`config.mk`:
```
export PLATFORM = sky130hd
export DESIGN_NAME = socCore
export DESIGN_NICKNAME = d
export VERILOG_FILES = /design/src/socPkg.sv /design/src/socDecode.sv /design/src/socExecute.sv /design/src/socResult.sv /design/src/socCore.sv
export SDC_FILE = /design/constraint.sdc
export NUM_CORES = 2
export LEC_CHECK = 0
export BUFFER_PORTS_ARGS = -buffer_cell sky130_fd_sc_hd__buf_2
export CAP_MARGIN = 20
export CORE_ASPECT_RATIO = 1.75
export CORE_MARGIN = 2
export CORE_UTILIZATION = 41
export CTS_BUF_LIST = sky130_fd_sc_hd__clkbuf_2
export CTS_CLUSTER_SIZE = 25
export DETAILED_ROUTE_END_ITERATION = 12
export GPL_ROUTABILITY_DRIVEN = 0
export PLACE_DENSITY = 0.61
export RECOVER_POWER = 25
export SYNTH_ARGS = -nofsm -noshare
export SYNTH_HDL_FRONTEND = slang
export SYNTH_SLANG_ARGS = --single-unit
```
`constraint.sdc`:
```
create_clock -name clk -period 21.2 [get_ports clk]
set_input_delay 2.12 -clock clk [delete_from_list [all_inputs] [get_ports clk]]
set_output_delay 2.12 -clock clk [all_outputs]
set_load 0.05 [all_outputs]
```
`src/socPkg.sv`:
```
`default_nettype none

package socPkg;

    typedef logic [31:0] wordT;
    typedef logic [4:0] regIdxT;

    // anything outside these operations decodes as a harmless ADDI
    typedef enum logic [3:0] {
        opAddi,
        opAdd,
        opSub,
        opAnd,
        opOr,
        opXor,
        opLui,
        opLw,
        opSw,
        opBeq,
        opBne,
        opJal
    } opT;

    typedef struct packed {
        opT     op;
        regIdxT rd;
        regIdxT rs1;
        regIdxT rs2;
        wordT   imm;
    } decodedT;

    typedef struct packed {
        wordT value;
        logic takeBranch;
        wordT nextPc;
        wordT memAddr;
        wordT storeData;
        logic writesRd;
    } execT;

    typedef struct packed {
        logic write;
        wordT addr;
        wordT wdata;
    } memReqT;

endpackage

`default_nettype wire

```
`src/socDecode.sv`:
```
`timescale 1ns/1ps
`default_nettype none

module socDecode
    import socPkg::*;
(
    input  wire wordT instr,
    output decodedT   dec
);

    localparam logic [6:0] opcOpImm  = 7'b0010011;
    localparam logic [6:0] opcOp     = 7'b0110011;
    localparam logic [6:0] opcLui    = 7'b0110111;
    localparam logic [6:0] opcLoad   = 7'b0000011;
    localparam logic [6:0] opcStore  = 7'b0100011;
    localparam logic [6:0] opcBranch = 7'b1100011;
    localparam logic [6:0] opcJal    = 7'b1101111;

    logic [6:0] opcode;
    logic [2:0] funct3;
    logic [6:0] funct7;
    logic       known;
    wordT       immI;
    wordT       immS;
    wordT       immB;
    wordT       immU;
    wordT       immJ;

    assign opcode = instr[6:0];
    assign funct3 = instr[14:12];
    assign funct7 = instr[31:25];

    assign immI = {{20{instr[31]}}, instr[31:20]};
    assign immS = {{20{instr[31]}}, instr[31:25], instr[11:7]};
    assign immB = {{19{instr[31]}}, instr[31], instr[7], instr[30:25], instr[11:8], 1'b0};
    assign immU = {instr[31:12], 12'h000};
    assign immJ = {{11{instr[31]}}, instr[31], instr[19:12], instr[20], instr[30:21], 1'b0};

    always_comb begin
        dec.op  = opAddi;
        dec.rd  = instr[11:7];
        dec.rs1 = instr[19:15];
        dec.rs2 = instr[24:20];
        dec.imm = immI;
        known   = 1'b1;
        case (opcode)
            opcOpImm: known = (funct3 == 3'b000);
            opcOp: begin
                case ({funct7, funct3})
                    10'b0000000_000: dec.op = opAdd;
                    10'b0100000_000: dec.op = opSub;
                    10'b0000000_111: dec.op = opAnd;
                    10'b0000000_110: dec.op = opOr;
                    10'b0000000_100: dec.op = opXor;
                    default:         known = 1'b0;
                endcase
            end
            opcLui: begin
                dec.op  = opLui;
                dec.imm = immU;
            end
            opcLoad: begin
                dec.op = opLw;
                known  = (funct3 == 3'b010);
            end
            opcStore: begin
                dec.op  = opSw;
                dec.imm = immS;
                known   = (funct3 == 3'b010);
            end
            opcBranch: begin
                dec.op  = funct3[0] ? opBne : opBeq;
                dec.imm = immB;
                known   = (funct3[2:1] == 2'b00);
            end
            opcJal: begin
                dec.op  = opJal;
                dec.imm = immJ;
            end
            default: known = 1'b0;
        endcase
        // unknown encodings turn into ADDI x0, x0, 0
        if (!known) begin
            dec.op  = opAddi;
            dec.rd  = '0;
            dec.rs1 = '0;
            dec.imm = '0;
        end
    end

endmodule

`default_nettype wire

```
`src/socExecute.sv`:
```
`timescale 1ns/1ps
`default_nettype none

module socExecute
    import socPkg::*;
(
    input  wire decodedT dec,
    input  wire wordT    pc,
    input  wire wordT    rs1Val,
    input  wire wordT    rs2Val,
    output execT         ex
);

    wordT pcPlus4;
    wordT target;
    logic equal;

    assign pcPlus4 = pc + 32'd4;
    assign target  = pc + dec.imm;
    assign equal   = (rs1Val == rs2Val);

    always_comb begin
        ex.value      = rs1Val + dec.imm;
        ex.takeBranch = 1'b0;
        ex.writesRd   = 1'b1;
        ex.memAddr    = rs1Val + dec.imm;
        ex.storeData  = rs2Val;
        case (dec.op)
            opAdd: ex.value = rs1Val + rs2Val;
            opSub: ex.value = rs1Val - rs2Val;
            opAnd: ex.value = rs1Val & rs2Val;
            opOr:  ex.value = rs1Val | rs2Val;
            opXor: ex.value = rs1Val ^ rs2Val;
            opLui: ex.value = dec.imm;
            opSw:  ex.writesRd = 1'b0;
            opBeq: begin
                ex.takeBranch = equal;
                ex.writesRd   = 1'b0;
            end
            opBne: begin
                ex.takeBranch = !equal;
                ex.writesRd   = 1'b0;
            end
            // the link value goes to rd, the jump target to the pc
            opJal: begin
                ex.value      = pcPlus4;
                ex.takeBranch = 1'b1;
            end
            default: ;
        endcase
        ex.nextPc = ex.takeBranch ? target : pcPlus4;
    end

endmodule

`default_nettype wire

```
`src/socResult.sv`:
```
`timescale 1ns/1ps
`default_nettype none

module socResult
    import socPkg::*;
(
    input  wire         clk,
    input  wire         rst,
    input  wire regIdxT rs1,
    input  wire regIdxT rs2,
    output wordT        rs1Val,
    output wordT        rs2Val,
    input  wire         wbEn,
    input  wire regIdxT rd,
    input  wire wordT   wbData,
    output wordT        dumpValue
);

    // x0 has no storage, so only x1 to x31 exist
    wordT regs [1:31];

    always_ff @(posedge clk) begin
        if (rst) begin
            for (int i = 1; i < 32; i++) begin
                regs[i] <= '0;
            end
        end else if (wbEn && (rd != '0)) begin
            regs[rd] <= wbData;
        end
    end

    assign rs1Val = (rs1 == '0) ? '0 : regs[rs1];
    assign rs2Val = (rs2 == '0) ? '0 : regs[rs2];

    // x10 is the result register that the dump transmitter sends
    assign dumpValue = regs[10];

endmodule

`default_nettype wire

```
`src/socCore.sv`:
```
`timescale 1ns/1ps
`default_nettype none

module socCore
    import socPkg::*;
(
    input  wire       clk,
    input  wire       rst,
    input  wire       start,
    output memReqT    memReq,
    output logic      coreReq,
    input  wire       coreAck,
    input  wire wordT rdata,
    output logic      halted,
    output wordT      dumpValue
);

    typedef enum logic [2:0] {
        stIdle,
        stFetchReq,
        stFetchDone,
        stExecute,
        stMemReq,
        stMemDone,
        stWriteback,
        stHalt
    } stateT;

    stateT   state;
    wordT    pc;
    wordT    ir;
    execT    exReg;
    wordT    memData;
    decodedT dec;
    execT    ex;
    wordT    rs1Val;
    wordT    rs2Val;
    logic    wbEn;
    wordT    wbData;
    logic    isHalt;
    logic    isMem;

    socDecode decode_i (
        .instr (ir),
        .dec   (dec)
    );

    socExecute execute_i (
        .dec    (dec),
        .pc     (pc),
        .rs1Val (rs1Val),
        .rs2Val (rs2Val),
        .ex     (ex)
    );

    socResult result_i (
        .clk       (clk),
        .rst       (rst),
        .rs1       (dec.rs1),
        .rs2       (dec.rs2),
        .rs1Val    (rs1Val),
        .rs2Val    (rs2Val),
        .wbEn      (wbEn),
        .rd        (dec.rd),
        .wbData    (wbData),
        .dumpValue (dumpValue)
    );

    // a jump to itself is the halt marker
    assign isHalt = (dec.op == opJal) && (dec.imm == '0);
    assign isMem  = (dec.op == opLw) || (dec.op == opSw);

    always_ff @(posedge clk) begin
        if (rst) begin
            state <= stIdle;
            pc    <= '0;
        end else begin
            case (state)
                stIdle:      if (start) state <= stFetchReq;
                stFetchReq:  if (coreAck) state <= stFetchDone;
                stFetchDone: if (!coreAck) state <= stExecute;
                stExecute: begin
                    if (isHalt) begin
                        state <= stHalt;
                    end else if (isMem) begin
                        state <= stMemReq;
                    end else begin
                        state <= stWriteback;
                    end
                end
                stMemReq:    if (coreAck) state <= stMemDone;
                stMemDone:   if (!coreAck) state <= stWriteback;
                stWriteback: begin
                    pc    <= exReg.nextPc;
                    state <= stFetchReq;
                end
                stHalt:      state <= stHalt;
                default:     state <= stIdle;
            endcase
        end
    end

    always_ff @(posedge clk) begin
        if ((state == stFetchReq) && coreAck) begin
            ir <= rdata;
        end
        if (state == stExecute) begin
            exReg <= ex;
        end
        if ((state == stMemReq) && coreAck) begin
            memData <= rdata;
        end
    end

    always_comb begin
        memReq.write = 1'b0;
        memReq.addr  = pc;
        memReq.wdata = '0;
        if (state == stMemReq) begin
            memReq.write = (dec.op == opSw);
            memReq.addr  = exReg.memAddr;
            memReq.wdata = exReg.storeData;
        end
    end

    assign coreReq = (state == stFetchReq) || (state == stMemReq);
    assign halted  = (state == stHalt);
    assign wbEn    = (state == stWriteback) && exReg.writesRd;
    assign wbData  = (dec.op == opLw) ? memData : exReg.value;

    reqStable: assert property (@(posedge clk) disable iff (rst)
        (coreReq && !coreAck) |=> $stable(memReq))
        else $error("memReq changed while waiting for coreAck");

endmodule

`default_nettype wire

```
Word-level counts from Yosys, hierarchy flattened

Memories as Yosys holds them, arrays and structs flattened. A register that Yosys moved wholly into a read port is not among the register bits.
Index checks and enable logic that the tools add are counted.
W data, S select, Z words.

Memories kept: 1
Output and inout port bits: 99
RAM bits: 992
Logic and storage cells: 109
Register bits after elaboration: 228

Reduce and logical (&&, ||, !) cells: 22
Bitwise gates (word level): 3
Multiplexer cells: 33
Equal/unequal tests: 36
$add $sub $neg: 5

Memories:

| name          | words | width | rd ports | clocked after Yosys merged registers in | write ports | RTL line        | RTL |
|---|---|---|---|---|---|---|---|
| result_i.regs | 31    | 32    | 3        | 1                                       | 31          | socResult.sv:20 | `wordT regs [1:31];` |

Operator list:

| operator                | count |
|---|---|
| $pmux W32 S7            | 1 |
| $mux W32                | 6 |
| $pmux W31 S4            | 1 |
| $add A32 B32 Y32        | 3 |
| $mux W65                | 1 |
| $add A32 B3 Y32 const B | 1 |
| $and A32 B32 Y32        | 1 |
| $eq A32 B32 Y1          | 1 |
| $logic_not A32 Y1       | 1 |
| $or A32 B32 Y32         | 1 |
| $reduce_or A32 Y1       | 1 |
| $sub A32 B32 Y32        | 1 |
| $xor A32 B32 Y32        | 1 |
| $eq A10 B3 Y1 const B   | 3 |
| $pmux W3 S8             | 1 |
| $pmux W4 S6             | 1 |
| $eq A7 B6 Y1 const B    | 3 |
| $eq A4 B3 Y1 const B    | 4 |
| $eq A4 B4 Y1 const B    | 4 |
| $mux W3                 | 5 |
| $pmux W3 S5             | 1 |
| $eq A7 B7 Y1 const B    | 2 |
| $mux W14                | 1 |
| $eq A3 B3 Y1 const B    | 4 |
| other kinds (25)        | 50 |

Logic depth before layout (Yosys ltp)

Word-level depth: 12
Depth in mapped cells: 35
Gate-level depth less buffers: 30

By module

From an unflattened synthesis, not the netlist that was laid out.

Cell total of the unflattened synthesis: 5,849
Area, all modules: 73,603.1 sq um

By module, submodules not included:

| module     | area an instance (sq um) | times used | cells each |
|---|---|---|---|
| socResult  | 54,642.4                 | 1          | 3,765 |
| socExecute | 9,656.8                  | 1          | 1,440 |
| socCore    | 8,265.4                  | 1          | 490 |
| socDecode  | 1,038.5                  | 1          | 154 |

Least setup slack after synthesis

No wires, ideal clock.

Path kind: register to register
Start: register (tool-made name)
End: register exReg[128] (netlist name), data pin
Cell stages (with the launch flop): 28
Slack: 13.178 ns
Arrival time: 7.759 ns
Required time: 20.937 ns
Path buffers: 6
Cell sequence: dfxtp_1 buf_1 clkbuf_1 clkbuf_1 clkbuf_1 clkbuf_1 buf_1 mux4_2 mux4_2 nand2_1 a21o_1 ha_1 nand2b_1 a21oi_1 o21bai_1 a21oi_1 o21bai_1 a21o_1 a21oi_1 o31ai_1 o41a_1 o211a_1 or4b_1 a311o_1 a2111oi_4 nor4_1 o21ai_1 a31oi_1

RTL lines:

| what                 | RTL line       | RTL |
|---|---|---|
| end signal, assigned | socCore.sv:108 | `exReg <= ex;` |
| end, declared        | socCore.sv:32  | `execT exReg;` |

==> results.json <==
{
  "cts_buffers": 295,
  "violations": "capacitance limit, slew limit",
  "die-area_um2": 175000,
  "yosys-top-cells-area": "edfxtp_1, mux4_2, nor2_1",
  "fmax_ghz": 0.0705,
  "detail-route-antenna-nets": 0,
  "grt_pass1_vias": 57728,
  "synth_cells": 6406,
  "yosysSeqAreaShare": 0.532,
  "maxCapViolations": 32,
  "io_pins": 135,
  "cts_max_level": 5,
  "clock_path_buffers": 4,
  "ys_warn_count": 0,
  "yosys.cell_types.count": 96,
  "synth_top_family_by_area": "simple AND/OR/NAND/NOR gates",
  "grtUsageMet2": 0.523,
  "die_w_um": 317,
  "synth-adder-area-share": 0.0290,
  "layout-drive-gt1-share": 0.173,
  "slew_headroom": -3.06,
  "drt_iter0_drc": 7832,
  "dp_hpwl_um": 180000,
  "async_flop_share": 0,
  "drc": 0,
  "holdWs_ns": 0.462,
  "rsz0062_at_grt": "false",
  "crit_type": "reg2reg",
  "cpPeakStageDelay_ns": 4.30,
  "slew_violations": 1148,
  "use_met1": 0.352,
  "track_usage": 0.320,
  "clkSinkCount": 1257,
  "setup_viol": 0,
  "hold_buffers": 0,
  "routed_wl_um": 284000,
  "p_per_area_nw_per_um2": 67.5,
  "synth-xor-area-share": 0.0129,
  "place_inst": 8405,
  "core_area_um2": 170000,
  "reg2reg_setup_slack_ns": 7.02,
  "ff2ff_path_depth": 22,
  "worst_pin_slew_ns": 6.09,
  "fin_crit_sh": 0.669,
  "ys_ff_latch": 1257,
  "routedWlPerCell_um": 31.8,
  "r2r_end": "exReg[127]$_DFFE_PN_",
  "cts_resized": 0,
  "rows": 200,
  "clock-root-buffer": "clkbuf_2",
  "crit_required_ns": 22.48,
  "synth_top_area_frac": 0.521,
  "area_growth_pct": 8.94,
  "fin_setup_tns_ns": 0,
  "grt_pass1_wl_um": 400000,
  "fin_cells": 8938,
  "top_usage_layer": "met2",
  "finalCriticalPeriod_ns": 14.18,
  "die_y_um": 551,
  "synthTopCellsByCount": "edfxtp_1, nor2_1, nand2_1",
  "firstDrtPassIters": 6,
  "insertion_delay_ns": 1.56,
  "placed_area_um2": 73800,
  "grtUsageMet3": 0.0775,
  "crit_chain": "clkbuf_1, buf_4, mux4_2, mux4_2, nand2_1, a21o_1, ha_1, nor2b_1, o21ai_0, a21boi_0, o21ai_0, a21boi_0, o21bai_1, a31oi_1, a31oi_1, o21a_1, o31ai_1, a31oi_1, o21ai_1, o21ai_0, a221oi_1, a2bb2oi_1",
  "vdd_ir_drop_max_mv": 0.0368,
  "synthSimpleGateAreaFrac": 0.151,
  "cts_tree": "done",
  "power_leakage_nw": 28.8,
  "synth_compound_area_frac": 0.111,
  "yosysMostFrequentCell": "edfxtp_1",
  "num_vias": 58449,
  "initial_utilization": 0.413,
  "netlist_area_um2": 70200,
  "hold_viol_final": 0,
  "synth_top_cell_by_area": "edfxtp_1",
  "power_mw": 5.16,
  "finalNetCount": 6695,
  "port_buffers": 134,
  "grt_max_degree": 118,
  "postLayoutCellArea_um2": 76400,
  "min_path_type": "reg2reg",
  "synth_area_per_cell_um2": 11.0,
  "antenna_found_initial": 16,
  "status": "finished with violations",
  "synthFlopType": "edfxtp_1",
  "post_cts_buffers": 0,
  "routed_via_density": 6.54,
  "cp.arrival_ns": 15.46,
  "cp-end-kind": "register",
  "critPathSlowestCell": "clkbuf_1",
  "skew_ns": 0.165,
  "grt_overflow": 0,
  "endpoint": "exReg[127]$_DFFE_PN_",
  "synth-edff-count": 1217,
  "clk_pin_slew_ns": 0.12,
  "worst-path-max-fanout": 83,
  "muxShareOfSynthArea": 0.125,
  "critPathLaunchType": "register"
}
-- critical path, delay by kind of cell, from the launching register on --
kind                     cells  cell delay [ns]
AND/OR/NAND/NOR              2             0.36
AO/OA/AOI/OAI               15             4.77
buffers and inverters        2             5.54
adder cells (fa/ha/maj)      1             0.44
multiplexers                 2             0.90
flip-flops                   1             1.62
-- per-stage QoR --
stage / util / setup slack (ns)
floorplan: - / 13.18
global placement: 0.434 / 11.98
detailed placement: 0.434 / 11.84
CTS: 0.450 / 11.82
global route: 0.450 / 6.94
finish: 0.450 / 7.02
-- power breakdown --
part           switching (mW)  internal, mW
logic                   0.428         0.247
clock network            1.04         0.575
registers              0.0669          2.80
-- layout by cell type, fill, tap and decap left out, types with 116 or more instances in the layout --
cell	Yosys	final
nand2_1	843	822
nand3_1	170	170
buf_4	1	133
edfxtp_1	1217	1217
a221oi_1	116	116
ha_1	154	154
o21ai_0	161	161
nor2_1	1187	1180
clkbuf_2	0	417
a21oi_1	366	363
inv_1	164	164
mux4_2	325	325
-- layout make-up --
class	instances	area (um^2)
Fill cell	15827	93500
Sequential cell	1257	37400
Multi-Input combinational cell	4456	30800
Tap cell	2222	2780
Timing Repair Buffer	324	2260
Clock buffer	415	2080
Inverter	167	627
Clock inverter	87	480
Antenna cell	10	25.0
-- state kept, by name (all words and copies together), names as in the netlist, named ones only --
name,flops
memData,32
exReg,129
state,3
pc,32
ir,32
result_i.regs,1024
-- kinds of logic after synthesis --
family,after synthesis
flip-flops,1257
multiplexers,463
AO/OA/AOI/OAI,1158
other,1
adder cells (fa/ha/maj),161
buffers and inverters,724
AND/OR/NAND/NOR,2539
XOR/XNOR,103
-- routing by layer --
layer | part of all wire | vias up
met5 | 0.00028 | -
met4 | 0.099 | 12
met1 | 0.31 | 28426
li1 | - | 23861
met2 | 0.47 | 4678
met3 | 0.12 | 1472
-- worst min-delay path by stage --
| stage | startpoint | end | slack [ns] | cells past startpoint |
|---|---|---|---|---|
| floorplan | pc[16]$_SDFFE_PP0N_ | pc[16]$_SDFFE_PP0N_ | 0.45 | 2 |
| global placement | pc[7]$_SDFFE_PP0N_ | pc[7]$_SDFFE_PP0N_ | 0.47 | 2 |
| detailed placement | pc[16]$_SDFFE_PP0N_ | pc[16]$_SDFFE_PP0N_ | 0.48 | 2 |
| CTS | exReg[87]$_DFFE_PN_ | pc[22]$_SDFFE_PP0N_ | 0.45 | 2 |
| global route | exReg[87]$_DFFE_PN_ | pc[22]$_SDFFE_PP0N_ | 0.50 | 2 |
| finish | exReg[87]$_DFFE_PN_ | pc[22]$_SDFFE_PP0N_ | 0.46 | 2 |
No activity file was read; power rests on OpenSTA's default activity.
