===== config.mk =====
export PLATFORM = sky130hd
export DESIGN_NAME = socUartDump
export DESIGN_NICKNAME = d
export VERILOG_FILES = /design/src/socPkg.sv /design/src/socUartDump.sv
export SDC_FILE = /design/constraint.sdc
export NUM_CORES = 1
export LEC_CHECK = 0
export ABC_AREA = 1
export BUFFER_PORTS_ARGS = -buffer_cell sky130_fd_sc_hd__clkbuf_2
export CAP_MARGIN = 0
export CORE_ASPECT_RATIO = 1.4
export CORE_UTILIZATION = 59
export DETAILED_ROUTE_END_ITERATION = 6
export PLACE_DENSITY = 0.83
export SYNTH_ARGS = -nofsm -noshare
export SYNTH_HDL_FRONTEND = slang
export SYNTH_SLANG_ARGS = --single-unit

===== constraint.sdc =====
create_clock -name clk -period 4.52 [get_ports clk]
set_input_delay 0.226 -clock clk [delete_from_list [all_inputs] [get_ports clk]]
set_output_delay 0.226 -clock clk [all_outputs]
set_load 0.02 [all_outputs]

===== src/socPkg.sv =====
`default_nettype none

package socPkg;

    typedef logic [31:0] wordT;
    typedef logic [4:0] regIdxT;

    // anything outside these operations decodes as a harmless ADDI
    typedef enum logic [3:0] {
        opAddi,
        opAdd,
        opSub,
        opAnd,
        opOr,
        opXor,
        opLui,
        opLw,
        opSw,
        opBeq,
        opBne,
        opJal
    } opT;

    typedef struct packed {
        opT     op;
        regIdxT rd;
        regIdxT rs1;
        regIdxT rs2;
        wordT   imm;
    } decodedT;

    typedef struct packed {
        wordT value;
        logic takeBranch;
        wordT nextPc;
        wordT memAddr;
        wordT storeData;
        logic writesRd;
    } execT;

    typedef struct packed {
        logic write;
        wordT addr;
        wordT wdata;
    } memReqT;

endpackage

`default_nettype wire


===== src/socUartDump.sv =====
`timescale 1ns/1ps
`default_nettype none

module socUartDump
    import socPkg::*;
#(
    parameter int clksPerBit    = 234,
    parameter int holdOffCycles = 1048575
) (
    input  wire       clk,
    input  wire       rst,
    input  wire       dumpBtn,
    input  wire wordT dumpValue,
    output logic      uartTx
);

    localparam int cntMax = (clksPerBit > holdOffCycles) ? clksPerBit : holdOffCycles;
    localparam int cntW   = $clog2(cntMax + 1);

    localparam logic [cntW-1:0] bitLast  = cntW'(clksPerBit - 1);
    localparam logic [cntW-1:0] holdLast = cntW'(holdOffCycles - 1);

    typedef enum logic [2:0] {
        txIdle,
        txStartBit,
        txDataBits,
        txStopBit,
        txHoldOff
    } txStateT;

    txStateT        state;
    logic [cntW-1:0] cnt;
    logic [2:0]      bitCnt;
    logic [2:0]      nextBit;
    logic [1:0]      byteCnt;
    logic [3:0][7:0] dumpBytes;

    assign nextBit = bitCnt + 3'd1;

    // uartTx changes on the state transition, so every bit is exactly clksPerBit long
    always_ff @(posedge clk) begin
        if (rst) begin
            state   <= txIdle;
            cnt     <= '0;
            bitCnt  <= '0;
            byteCnt <= '0;
            uartTx  <= 1'b1;
        end else begin
            case (state)
                txIdle: begin
                    uartTx <= 1'b1;
                    if (!dumpBtn) begin
                        cnt     <= '0;
                        byteCnt <= '0;
                        uartTx  <= 1'b0;
                        state   <= txStartBit;
                    end
                end
                txStartBit: begin
                    if (cnt == bitLast) begin
                        cnt    <= '0;
                        bitCnt <= '0;
                        uartTx <= dumpBytes[3][0];
                        state  <= txDataBits;
                    end else begin
                        cnt <= cnt + 1'b1;
                    end
                end
                txDataBits: begin
                    if (cnt == bitLast) begin
                        cnt <= '0;
                        if (bitCnt == 3'd7) begin
                            uartTx <= 1'b1;
                            state  <= txStopBit;
                        end else begin
                            bitCnt <= nextBit;
                            uartTx <= dumpBytes[3][nextBit];
                        end
                    end else begin
                        cnt <= cnt + 1'b1;
                    end
                end
                txStopBit: begin
                    if (cnt == bitLast) begin
                        cnt <= '0;
                        if (byteCnt == 2'd3) begin
                            state <= txHoldOff;
                        end else begin
                            byteCnt <= byteCnt + 2'd1;
                            uartTx  <= 1'b0;
                            state   <= txStartBit;
                        end
                    end else begin
                        cnt <= cnt + 1'b1;
                    end
                end
                // wait out the hold-off, then for the button to be released
                txHoldOff: begin
                    if (cnt == holdLast) begin
                        if (dumpBtn) begin
                            state <= txIdle;
                        end
                    end else begin
                        cnt <= cnt + 1'b1;
                    end
                end
                default: state <= txIdle;
            endcase
        end
    end

    // the byte in dumpBytes[3] is on the line and the next one shifts up after its stop bit
    always_ff @(posedge clk) begin
        if ((state == txIdle) && !dumpBtn) begin
            dumpBytes <= dumpValue;
        end else if ((state == txStopBit) && (cnt == bitLast)) begin
            dumpBytes <= {dumpBytes[2:0], 8'h00};
        end
    end

    idleHigh: assert property (@(posedge clk) disable iff (rst) (state == txIdle) |-> uartTx)
        else $error("uartTx low while the transmitter is idle");

endmodule

`default_nettype wire


Word-level counts from Yosys, hierarchy flattened:

Index checks and enable logic that the tools add are counted.

* add/sub/neg operators: 3
* $lt $le $gt $ge: 1
* equality and inequality tests: 18
* muxes and demuxes: 32
* reduce and logical (&&, ||, !) cells: 15

Operators by type and width (count)
* 2-to-1 mux 32 bit: 2
* 2-to-1 mux 20 bit: 3
* case mux 20 bit (3 select lines): 1
* 2-to-1 mux 3 bit: 11
* adder 20 x 1 -> 20 bit (second input constant): 1
* == test 20 bit (second input constant): 1
* == test 20 x 8 -> 1 bit (second input constant): 1
* != test 2 bit (second input constant): 10
* case mux 3 bit (5 select lines): 1
* AND reduction 4 bit: 2
* 2-to-1 mux 1 bit: 7
* AND reduction 7 bit: 1
* == test 3 x 2 -> 1 bit (second input constant): 2
* == test 3 bit (second input constant): 2
* 2-to-1 mux 2 bit: 3
* case mux 3 bit (2 select lines): 1
* nonzero test 2 bit: 3
* AND reduction 5 bit: 1
* less-than comparator 3 x 4 -> 1 bit (second input constant): 1
* case mux 1 bit (4 select lines): 1
* case mux 2 bit (2 select lines): 1
* nonzero test 4 bit: 1
* adder 3 x 1 -> 3 bit (second input constant): 1
* binary-select mux 1 bit (select 3 bit): 1
* 9 further kinds: 10

* flip-flop bits (word level): 61
* input port bits: 35
* output and inout port bits: 1
* word-level logic and storage cells: 78

Logic depth before layout (Yosys ltp):

Gate-level depths: netlist (run 1).

* depth after elaboration: 6
* gate-level depth with buffers: 13
* depth with buffers taken out: 12

Least setup slack after synthesis (run 1):

Ideal clock, no wire load.

* kind: reg2reg
* start point: register cnt[0]
* end point: register dumpBytes[0] in the netlist's numbering (enable)
* setup time: 466 ps
* arrival time: 3271 ps
* required time: 4054 ps
* setup slack: 783 ps
* stages on the path, launching flop included: 6
* buffers on the path: 0
* period minus slack after synthesis: 3737 ps
* cells stage by stage: dfxtp_1 -> ha_1 -> nand3_1 -> nor2_1 -> nand3_1 -> o21ai_0

* word-level cells in the longest chain between the ends: 3

Ends and longest elaborated chain
* start: declaration: RTL line socUartDump.sv:32 `logic [cntW-1:0] cnt;`
* start signal: assignment: RTL line socUartDump.sv:66 `cnt <= cnt + 1'b1;`
* start signal: assignment: RTL line socUartDump.sv:80 `cnt <= cnt + 1'b1;`
* start signal: assignment: RTL line socUartDump.sv:94 `cnt <= cnt + 1'b1;`
* == test 20 x 8 -> 1 bit: RTL line socUartDump.sv:116 `end else if ((state == txStopBit) && (cnt == bitLast)) begin`
* logical AND 1 bit: RTL line socUartDump.sv:116
* nonzero test 2 bit (no line)
* end signal: assignment: RTL line socUartDump.sv:115 `dumpBytes <= dumpValue;`
* end signal: assignment: RTL line socUartDump.sv:117 `dumpBytes <= {dumpBytes[2:0], 8'h00};`
* end: declaration: RTL line socUartDump.sv:36 `logic [3:0][7:0] dumpBytes;`

No other way between the ends.
A chain may end at the register's enable or synchronous reset.

Worst setup path after layout (run 1):

* start point: register state[1]
* end point: register dumpBytes[28] in the netlist's numbering (enable)

* word-level cells in the longest chain between the ends: 3
* elaborated cells on any way between the ends: 5
* classes of those cells: eq/ne: 1; reduce/logical: 4

Ends and longest elaborated chain
* start: declaration: RTL line socUartDump.sv:31 `txStateT state;`
* start signal: assignment: RTL line socUartDump.sv:43 `state <= txIdle;`
* start signal: assignment: RTL line socUartDump.sv:56 `state <= txStartBit;`
* start signal: assignment: RTL line socUartDump.sv:64 `state <= txDataBits;`
* == test 3 x 2 -> 1 bit / logical NOT 3 bit (equally long branches): RTL line socUartDump.sv:116, socUartDump.sv:114
* logical AND 1 bit (on tied branches): RTL line socUartDump.sv:116, socUartDump.sv:114
* nonzero test 2 bit (no line) (*)

Every way passes the cells marked *; elsewhere a longest branch is shown, timed or not.

==> results, run 1 <==
- The first TritonRoute pass finished after 4 iterations.
- The HPWL after detailed placement is 5490 um.
- The most area-hungry cell type in the Yosys netlist is sky130_fd_sc_hd__edfxtp_1.
- The final worst-path cycle share is 47.8%.
- The worst slew slack as a fraction of its limit is 44.0%.
- Setup repair after global routing left no endpoint under its margin.
- The buffer depth of the longest clock path is 2.
- Clock-pin slew was measured on the worst setup and hold paths at 0.08 ns.
- Yosys printed 0 warnings.
- Using the TritonRoute via totals, the vias-per-cell ratio works out to 5.48.
- Data on the critical path is required at its endpoint by 4.53 ns.
- The final max-slew violation count is 0.
- The most common cell in the synthesized netlist is sky130_fd_sc_hd__nand2_1.
- The clock latency at the later pin of the worst-skew pair is 0.35 ns.
- The worst hold slack across all endpoints is 0.173 ns.
- Once detail routing completed, the nets flagged for antenna violations numbered 0.
- After synthesis, the most frequently instantiated cells are sky130_fd_sc_hd__nand2_1 (123), sky130_fd_sc_hd__nor2_1 (49), sky130_fd_sc_hd__inv_1 (45).
- After synthesis, the mean cell area works out to 7.81 um2.
- The count of endpoints failing hold in the final timing report is 0.
- The average wire per standard cell is 13.9 um.
- The transition at the pin with the smallest max-transition slack is 0.836 ns.
- The slowest library cell on the worst path is sky130_fd_sc_hd__nand3b_2.
- Total power for the finished layout comes to 1.95 mW.
- The initial antenna violation count came to 0.
- The first-pass GRT wire length is 12700 um.
- Buffers inserted to repair hold after CTS numbered 0.
- The static leakage is 1.60 nW.
- The fmax is 0.463 GHz.
- In this run the post-CTS setup repair buffer count came out at 0.
- The die is 67.5 um wide.
- Clock tree synthesis found a total of 61 sinks.
- After clock tree synthesis, the repair step resized 0 gates.
- In this run the count of I/O pins placed on the die edge is 36.
- The clock arrives with 0.00929 ns of skew.
- Global routing used 27.3% of the available tracks.
- The source of the worst hold timing path is dumpValue[26].
- The final-report setup violation count is 0.
- In this run the critical register-to-register path is launched from state[1].
- The H-tree was split into 3 levels.
- The netlist area before placement is 3540 um2.
- In this run the worst setup path begins at state[1].
- The proportion of synthesized chip area in sequential cells is 43.5%.
- The aggregate routed wire length is 7820 um.
- STA puts the critical path data arrival time at 2.17 ns.
- The total core area is 5820 um2.
- The worst setup path is captured at a register.
- The kind of critical path is register to register.
- Traced cell by cell, the critical path runs through nor2_4 -> nand3b_2 -> o21ai_2 -> buf_4.
- Measured on the finished design, the core utilization comes to 68.5%.
- The worst hold path belongs to the class input port to register.
- For met2 alone, demand over resource in global routing was 47.9%.
- Synthesis inferred 61 register bits.
- The flow ran to the end, and the final reports show no timing, DRC or antenna violations.
- The final layout contains 529 nets.
- The share of flip-flops with an asynchronous set or reset after synthesis is 0%.
- The maximum vdd drop is 0.000408 V.
- The largest fanout on the critical path is 35.
- The placer's final routability congestion estimate is 0.940.
- The global route total overflow is 0.
- STA classifies the critical path startpoint as a register.
- Dividing total power by cell area gives a power density of 488 nW/um2.
- The layer flagged by global routing as most heavily used is met2.
- By area the synthesized netlist is led by sky130_fd_sc_hd__edfxtp_1 (27%), sky130_fd_sc_hd__dfxtp_1 (16%), sky130_fd_sc_hd__nand2_1 (13%), sky130_fd_sc_hd__mux2_2 (7.6%), sky130_fd_sc_hd__a21oi_1 (5.4%).
- The tree is rooted in a sky130_fd_sc_hd__clkbuf_8.
- Global routing consumed, on the met3 layer, 6.59% of the routing resources.
- The number of cell rows is 33.
- The height of the die is 93.6 um.
- For this block, the initial DRC count from the detailed router was 178.
- The number of distinct standard cells referenced by the synthesized netlist is 33.
- Counting every instance in the synthesized netlist gives 453.
- The port buffer count is 35.
- The tool flagged a number of max-cap violations equal to 0.
- The synthesis-to-finish area growth is 12.6%.
- The number of antenna diodes is 0.
- The total clock buffers created by CTS is 9.
- When the netlist entered floorplanning its net count stood at 494.
- The fraction of layout cells with a size suffix above 1 is 20.1%.
- In the routed design, unresolved DRC markers number 0.
- The maximum number of pins on one net before global-route repair is 36.
- Counting I/O delays and the setup requirement, the final critical path takes 2.16 ns.
- For met1 alone, demand over resource in global routing was 27.5%.
- The number of global-route vias before repair is 2995.
- The top cell type's share of synthesized area is 27.1%.
- The most frequently used flop master after synthesis is sky130_fd_sc_hd__edfxtp_1.
- The number of enable flip-flop cells after synthesis is 32.
- Summed over all failing endpoints, the final setup total negative slack is 0 ns.
- The total die area is 6320 um2.
- TritonCTS built the clock tree.
- The final route contains 3087 vias.
- For this run, the slowest stage of the critical path takes 0.63 ns.
- The starting density of the core is 60.8%.
## through the flow
stage / cell area, um2 / instances / setup slack, ns
6_report: 3990 / 563 / 2.36
5_1_grt: 3990 / 563 / 2.20
4_1_cts: 3990 / 563 / 2.34
3_5_place_dp: 3740 / 547 / 2.37
3_3_place_gp: 3740 / 547 / 2.38
2_1_floorplan: 3540 / 453 / 0.783
## layout make-up
| class | count | area, um2 |
|---|---|---|
| timing repair buffer | 36 | 183 |
| multi-input combinational | 332 | 1750 |
| sequential | 61 | 1540 |
| tap | 70 | 87.6 |
| fill | 462 | 1840 |
| clock inverter | 7 | 121 |
| clock buffer | 9 | 124 |
| inverter | 48 | 180 |
## critical path: cells and delay by family (launching register included)
| kind | cells | cell delay (ns) |
|---|---|---|
| buffers and inverters | 1 | 0.39 |
| DFF | 1 | 0.37 |
| AOI/OAI and AO/OA | 1 | 0.22 |
| and+or+nand+nor | 2 | 0.82 |
## cells by family after synthesis
family / Yosys count / synth area share, %
simple gates: 237 / 29.5
xor+xnor: 6 / 1.48
compound gates: 59 / 8.59
fa+ha+maj: 6 / 2.12
buf+inv: 60 / 7.14
mux: 24 / 7.64
flops: 61 / 43.5
## final timing paths
| kind | slack (ns) | to | cells past startpoint |
|---|---|---|---|
| worst max-delay path | 2.36 | dumpBytes[28] | 4 |
| worst min-delay path | 0.17 | dumpBytes[26] | 2 |
| worst max register to register | 2.36 | dumpBytes[28] | 4 |
| worst min register to register | 0.49 | bitCnt[1] | 2 |
## layout by cell type, fill, tap and decap left out, types with 9 or more instances in the layout
cell type / synthesis / routed
sky130_fd_sc_hd__a21oi_1: 38 / 38
sky130_fd_sc_hd__clkbuf_2: 0 / 35
sky130_fd_sc_hd__clkbuf_8: 0 / 9
sky130_fd_sc_hd__dfxtp_1: 29 / 29
sky130_fd_sc_hd__edfxtp_1: 32 / 32
sky130_fd_sc_hd__inv_1: 45 / 45
sky130_fd_sc_hd__mux2_2: 24 / 24
sky130_fd_sc_hd__nand2_1: 123 / 123
sky130_fd_sc_hd__nand3_1: 30 / 30
sky130_fd_sc_hd__nand4_1: 9 / 9
sky130_fd_sc_hd__nor2_1: 49 / 49
sky130_fd_sc_hd__o21ai_0: 16 / 15
## report_power, final
group	total (mW)	switching (mW)	internal (mW)
clock	0.607	0.238	0.369
combinational	0.520	0.330	0.190
sequential	0.821	0.0543	0.766
total	1.95	0.622	1.33
## flip-flops by register name, summed over array words and instances (netlist names)
| register | flops |
|---|---|
| dumpBytes | 32 |
| cnt | 20 |
| bitCnt | 3 |
| state | 3 |
| byteCnt | 2 |
| uartTx | 1 |
## metal layers
layer	vias up	wire [um]
li1	1563	-
met1	1399	2980
met2	97	4140
met3	28	418
met4	0	278
met5	-	0
No activity file was read; power rests on OpenSTA's default activity.
==> run 2: changes to the inputs <==
==> constraint.sdc (replaced) <==
create_clock -name clk -period 2 [get_ports clk]
set_input_delay 0.1 -clock clk [delete_from_list [all_inputs] [get_ports clk]]
set_output_delay 0.1 -clock clk [all_outputs]
set_load 0.02 [all_outputs]
==> results, run 2 (same netlist as run 1, synthesis figures left out) <==
- The number of nets in the final layout came to 542 (+2.5%).
- The required time of the critical path is 2.20 ns (-2.33 ns).
- The fmax was 0.538 GHz (+16%).
- The total number of H-tree levels came to 3 (unchanged).
- The count of placed standard cells in the final layout, fillers left out came to 576 (+2.3%).
- The element type at the critical path end is a register.
- The share of power burned in the clock network came to 27.2% (-4.0 points).
- The total power is 4.33 mW (+120%).
- The starting density of the core is 60.8% (unchanged).
- TritonCTS built the clock tree.
- The number of buffers added for setup after CTS came to 0 (unchanged).
- The final-report setup violation count is 0 (unchanged).
- The port buffer count came to 35 (unchanged).
- Setup repair after global routing left no endpoint under its margin.
- The iteration count of the initial detailed-routing pass is 4 (unchanged).
- The largest registers in the layout are dumpBytes x32, cnt x20.
- The final max-slew violation count was 0 (unchanged).
- The worst slew slack as a fraction of its limit is 61.4% (+17 points).
- The total DRC errors in the routed layout is 0 (unchanged).
- The number of buffers inserted for hold repair after clock tree synthesis came to 0 (unchanged).
- The area growth from synthesis to layout is 15.7%.
- The top-level I/O count was 36 (unchanged).
- The global route total overflow is 0 (unchanged).
- The fraction of layout cells with a size suffix above 1 came to 22.3% (+2.3 points).
- The number of sinks on the clock net was 61 (unchanged).
- The worst reg-to-reg path cell count is 9 (+5).
- The internal power of the cells is 2.96 mW (+120%).
- The static leakage is 1.66 nW (+3.9%).
- Leaving out fill and tap cells, the most frequent cell in the layout is sky130_fd_sc_hd__nand2_1.
- The buffer type at the clock tree root is sky130_fd_sc_hd__clkbuf_8.
- The signal on the critical path passes through nand2_1 -> nor2_1 -> nand2_1 -> nor2_2 -> nand3_2 -> nand3_4 -> inv_2 -> nand2_1 -> a21oi_1.
- The chip width was 67.5 um (unchanged).
- The first-pass GRT wire length is 13400 um (+5.4%).
- The final critical-path setup slack came to 0.141 ns (-2.22 ns).
- The maximum vdd drop is 0.000844 V (+110%).
- The accumulated negative setup slack is 0 ns (unchanged).
- The clock latency at the later pin of the worst-skew pair came to 0.34 ns (about the same).
- The arrival time of data at the critical path endpoint is 2.06 ns (-0.11 ns).
- The minimum period implied by the final worst setup slack is 1.86 ns (-0.301 ns).
- The hold path depth is 3 (+1).
- The overall routing resource usage is 28.8% (+1.5 points).
- The worst hold slack across all endpoints is 0.0580 ns (-0.115 ns).
- The cell repeated most along the worst path is sky130_fd_sc_hd__nand2_1.
- The clock-pin slew of the registers on the worst-case setup and hold paths is 0.07 ns (about the same).
- The total clock buffers created by CTS came to 9 (unchanged).
- The sequential share of power is 42.9% (+0.7 points).
- The category of the worst setup path launch point is a register.
- The average via count per standard cell is 5.49 (+0.18%).
- The buffer depth of the longest clock path is 2 (unchanged).
- The number of global-route vias before repair is 3165 (+5.7%).
- The maximum cell stage delay along the critical path came to 0.45 ns (-0.18 ns).
- The largest register by flop count is dumpBytes.
- The flip-flop count of the largest register after layout is 32 (unchanged).
- The post-cts sizing count is 0 (unchanged).
- The post-detailed-placement cell area was 3880 um2 (+3.6%).
- The count of maximum capacitance violations is 0 (unchanged).
- The remaining antenna violation count is 0 (unchanged).
- The total die area is 6320 um2 (unchanged).
- The core utilization of the finished layout is 70.4% (+1.9 points).
- The net switching power figure came to 1.37 mW (+120%).
- The flow ran to the end, and the final reports show no timing, DRC or antenna violations.
- The initial antenna violation count is 0 (unchanged).
- The slowest library cell on the worst path is sky130_fd_sc_hd__dfxtp_1.
- The switching part of the total power came to 31.7% (-0.22 points).
- The final worst-path cycle share is 92.9% (+45 points).
- The kind of critical path is register to register.
- The count of endpoints failing hold in the final timing report is 0 (unchanged).
- In the layout the commonest cells are sky130_fd_sc_hd__nand2_1 (123), sky130_fd_sc_hd__nor2_1 (49), sky130_fd_sc_hd__inv_1 (45), sky130_fd_sc_hd__a21oi_1 (38), sky130_fd_sc_hd__clkbuf_2 (35).
- The height of the die is 93.6 um (unchanged).
- The number of cell rows was 33 (unchanged).
- The final instance area was 4100 um2 (+2.8%).
- The transition at the pin with the smallest max-transition slack is 0.579 ns (-0.256 ns).
- The pre-CTS setup slack is 0.218 ns (-2.15 ns).
- The initial DRC count is 162 (-9.0%).
- The average wire per standard cell is 14.1 um (+1.5%).
- The number of antenna diodes is 0 (unchanged).
- The portion of total power attributed to combinational logic is 29.9% (+3.2 points).
- The aggregate routed wire length came to 8120 um (+3.8%).
- The HPWL after detailed placement is 6100 um (+11%).
- The number of cells in the design after placement was 560 (+2.4%).
- The worst hold path class is input port to register.
- The largest fanout on the critical path came to 20 (-43%).
- The placer's final routability congestion estimate was 0.964 (+2.6%).
- The count of vias placed by the detailed router is 3164 (+2.5%).
- The maximum number of pins on one net before global-route repair is 36 (unchanged).
- The worst-case clock skew was 0.0101 ns (+0.000844 ns).
- The cell area power density is 1060 nW/um2 (+120%).
- The total core area is 5820 um2 (unchanged).
## run 2: cell count changes in the layout (fill, tap and decap cells not counted), sizes merged
| cell | before | now |
|---|---|---|
| bufinv | 3 | 2 |
| inv | 49 | 48 |
| clkbuf | 44 | 45 |
| clkinv | 3 | 4 |
| buf | 1 | 14 |
## run 2: layer usage
metal | global-route usage [%] | vias to the layer above | wire [um]
li1 | - | 1592 | -
met1 | 27.2 | 1442 | 2940
met2 | 53.3 | 104 | 4470
met3 | 8.05 | 26 | 462
met4 | 14.9 | 0 | 243
met5 | 0 | - | 0
## run 2: path summary, 6_finish.rpt
check,start,endpoint,slack [ns]
hold reg to reg,bitCnt[2],bitCnt[2],0.50
setup reg to reg,cnt[8],cnt[14],0.14
setup / recovery,cnt[8],cnt[14],0.14
hold / removal,dumpValue[3],dumpBytes[3],0.06
## run 2: critical path: cells and delay by family (launching register included)
kind | cells | cell delay [ns]
simple gates | 7 | 1.01
compound gates | 1 | 0.06
flops | 1 | 0.45
buf+inv | 1 | 0.20
## run 2: power by group through the flow
stage               Sequential [mW]  Clock, mW  Combinational (mW)
finish                         1.86       1.18                1.29
global route                   1.88       1.26                1.42
CTS                            1.86       1.20                1.29
detailed placement             1.88          0                1.29
global placement               1.86          0                1.25
floorplan                      1.85          0               0.979
## run 2: final cells by class
class	count	area, um2
Fill cell	439	1730
Clock inverter	6	87.6
Tap cell	70	87.6
Clock buffer	10	128
Inverter	48	180
Sequential cell	61	1540
Timing Repair Buffer	49	305
Multi-Input combinational cell	332	1770
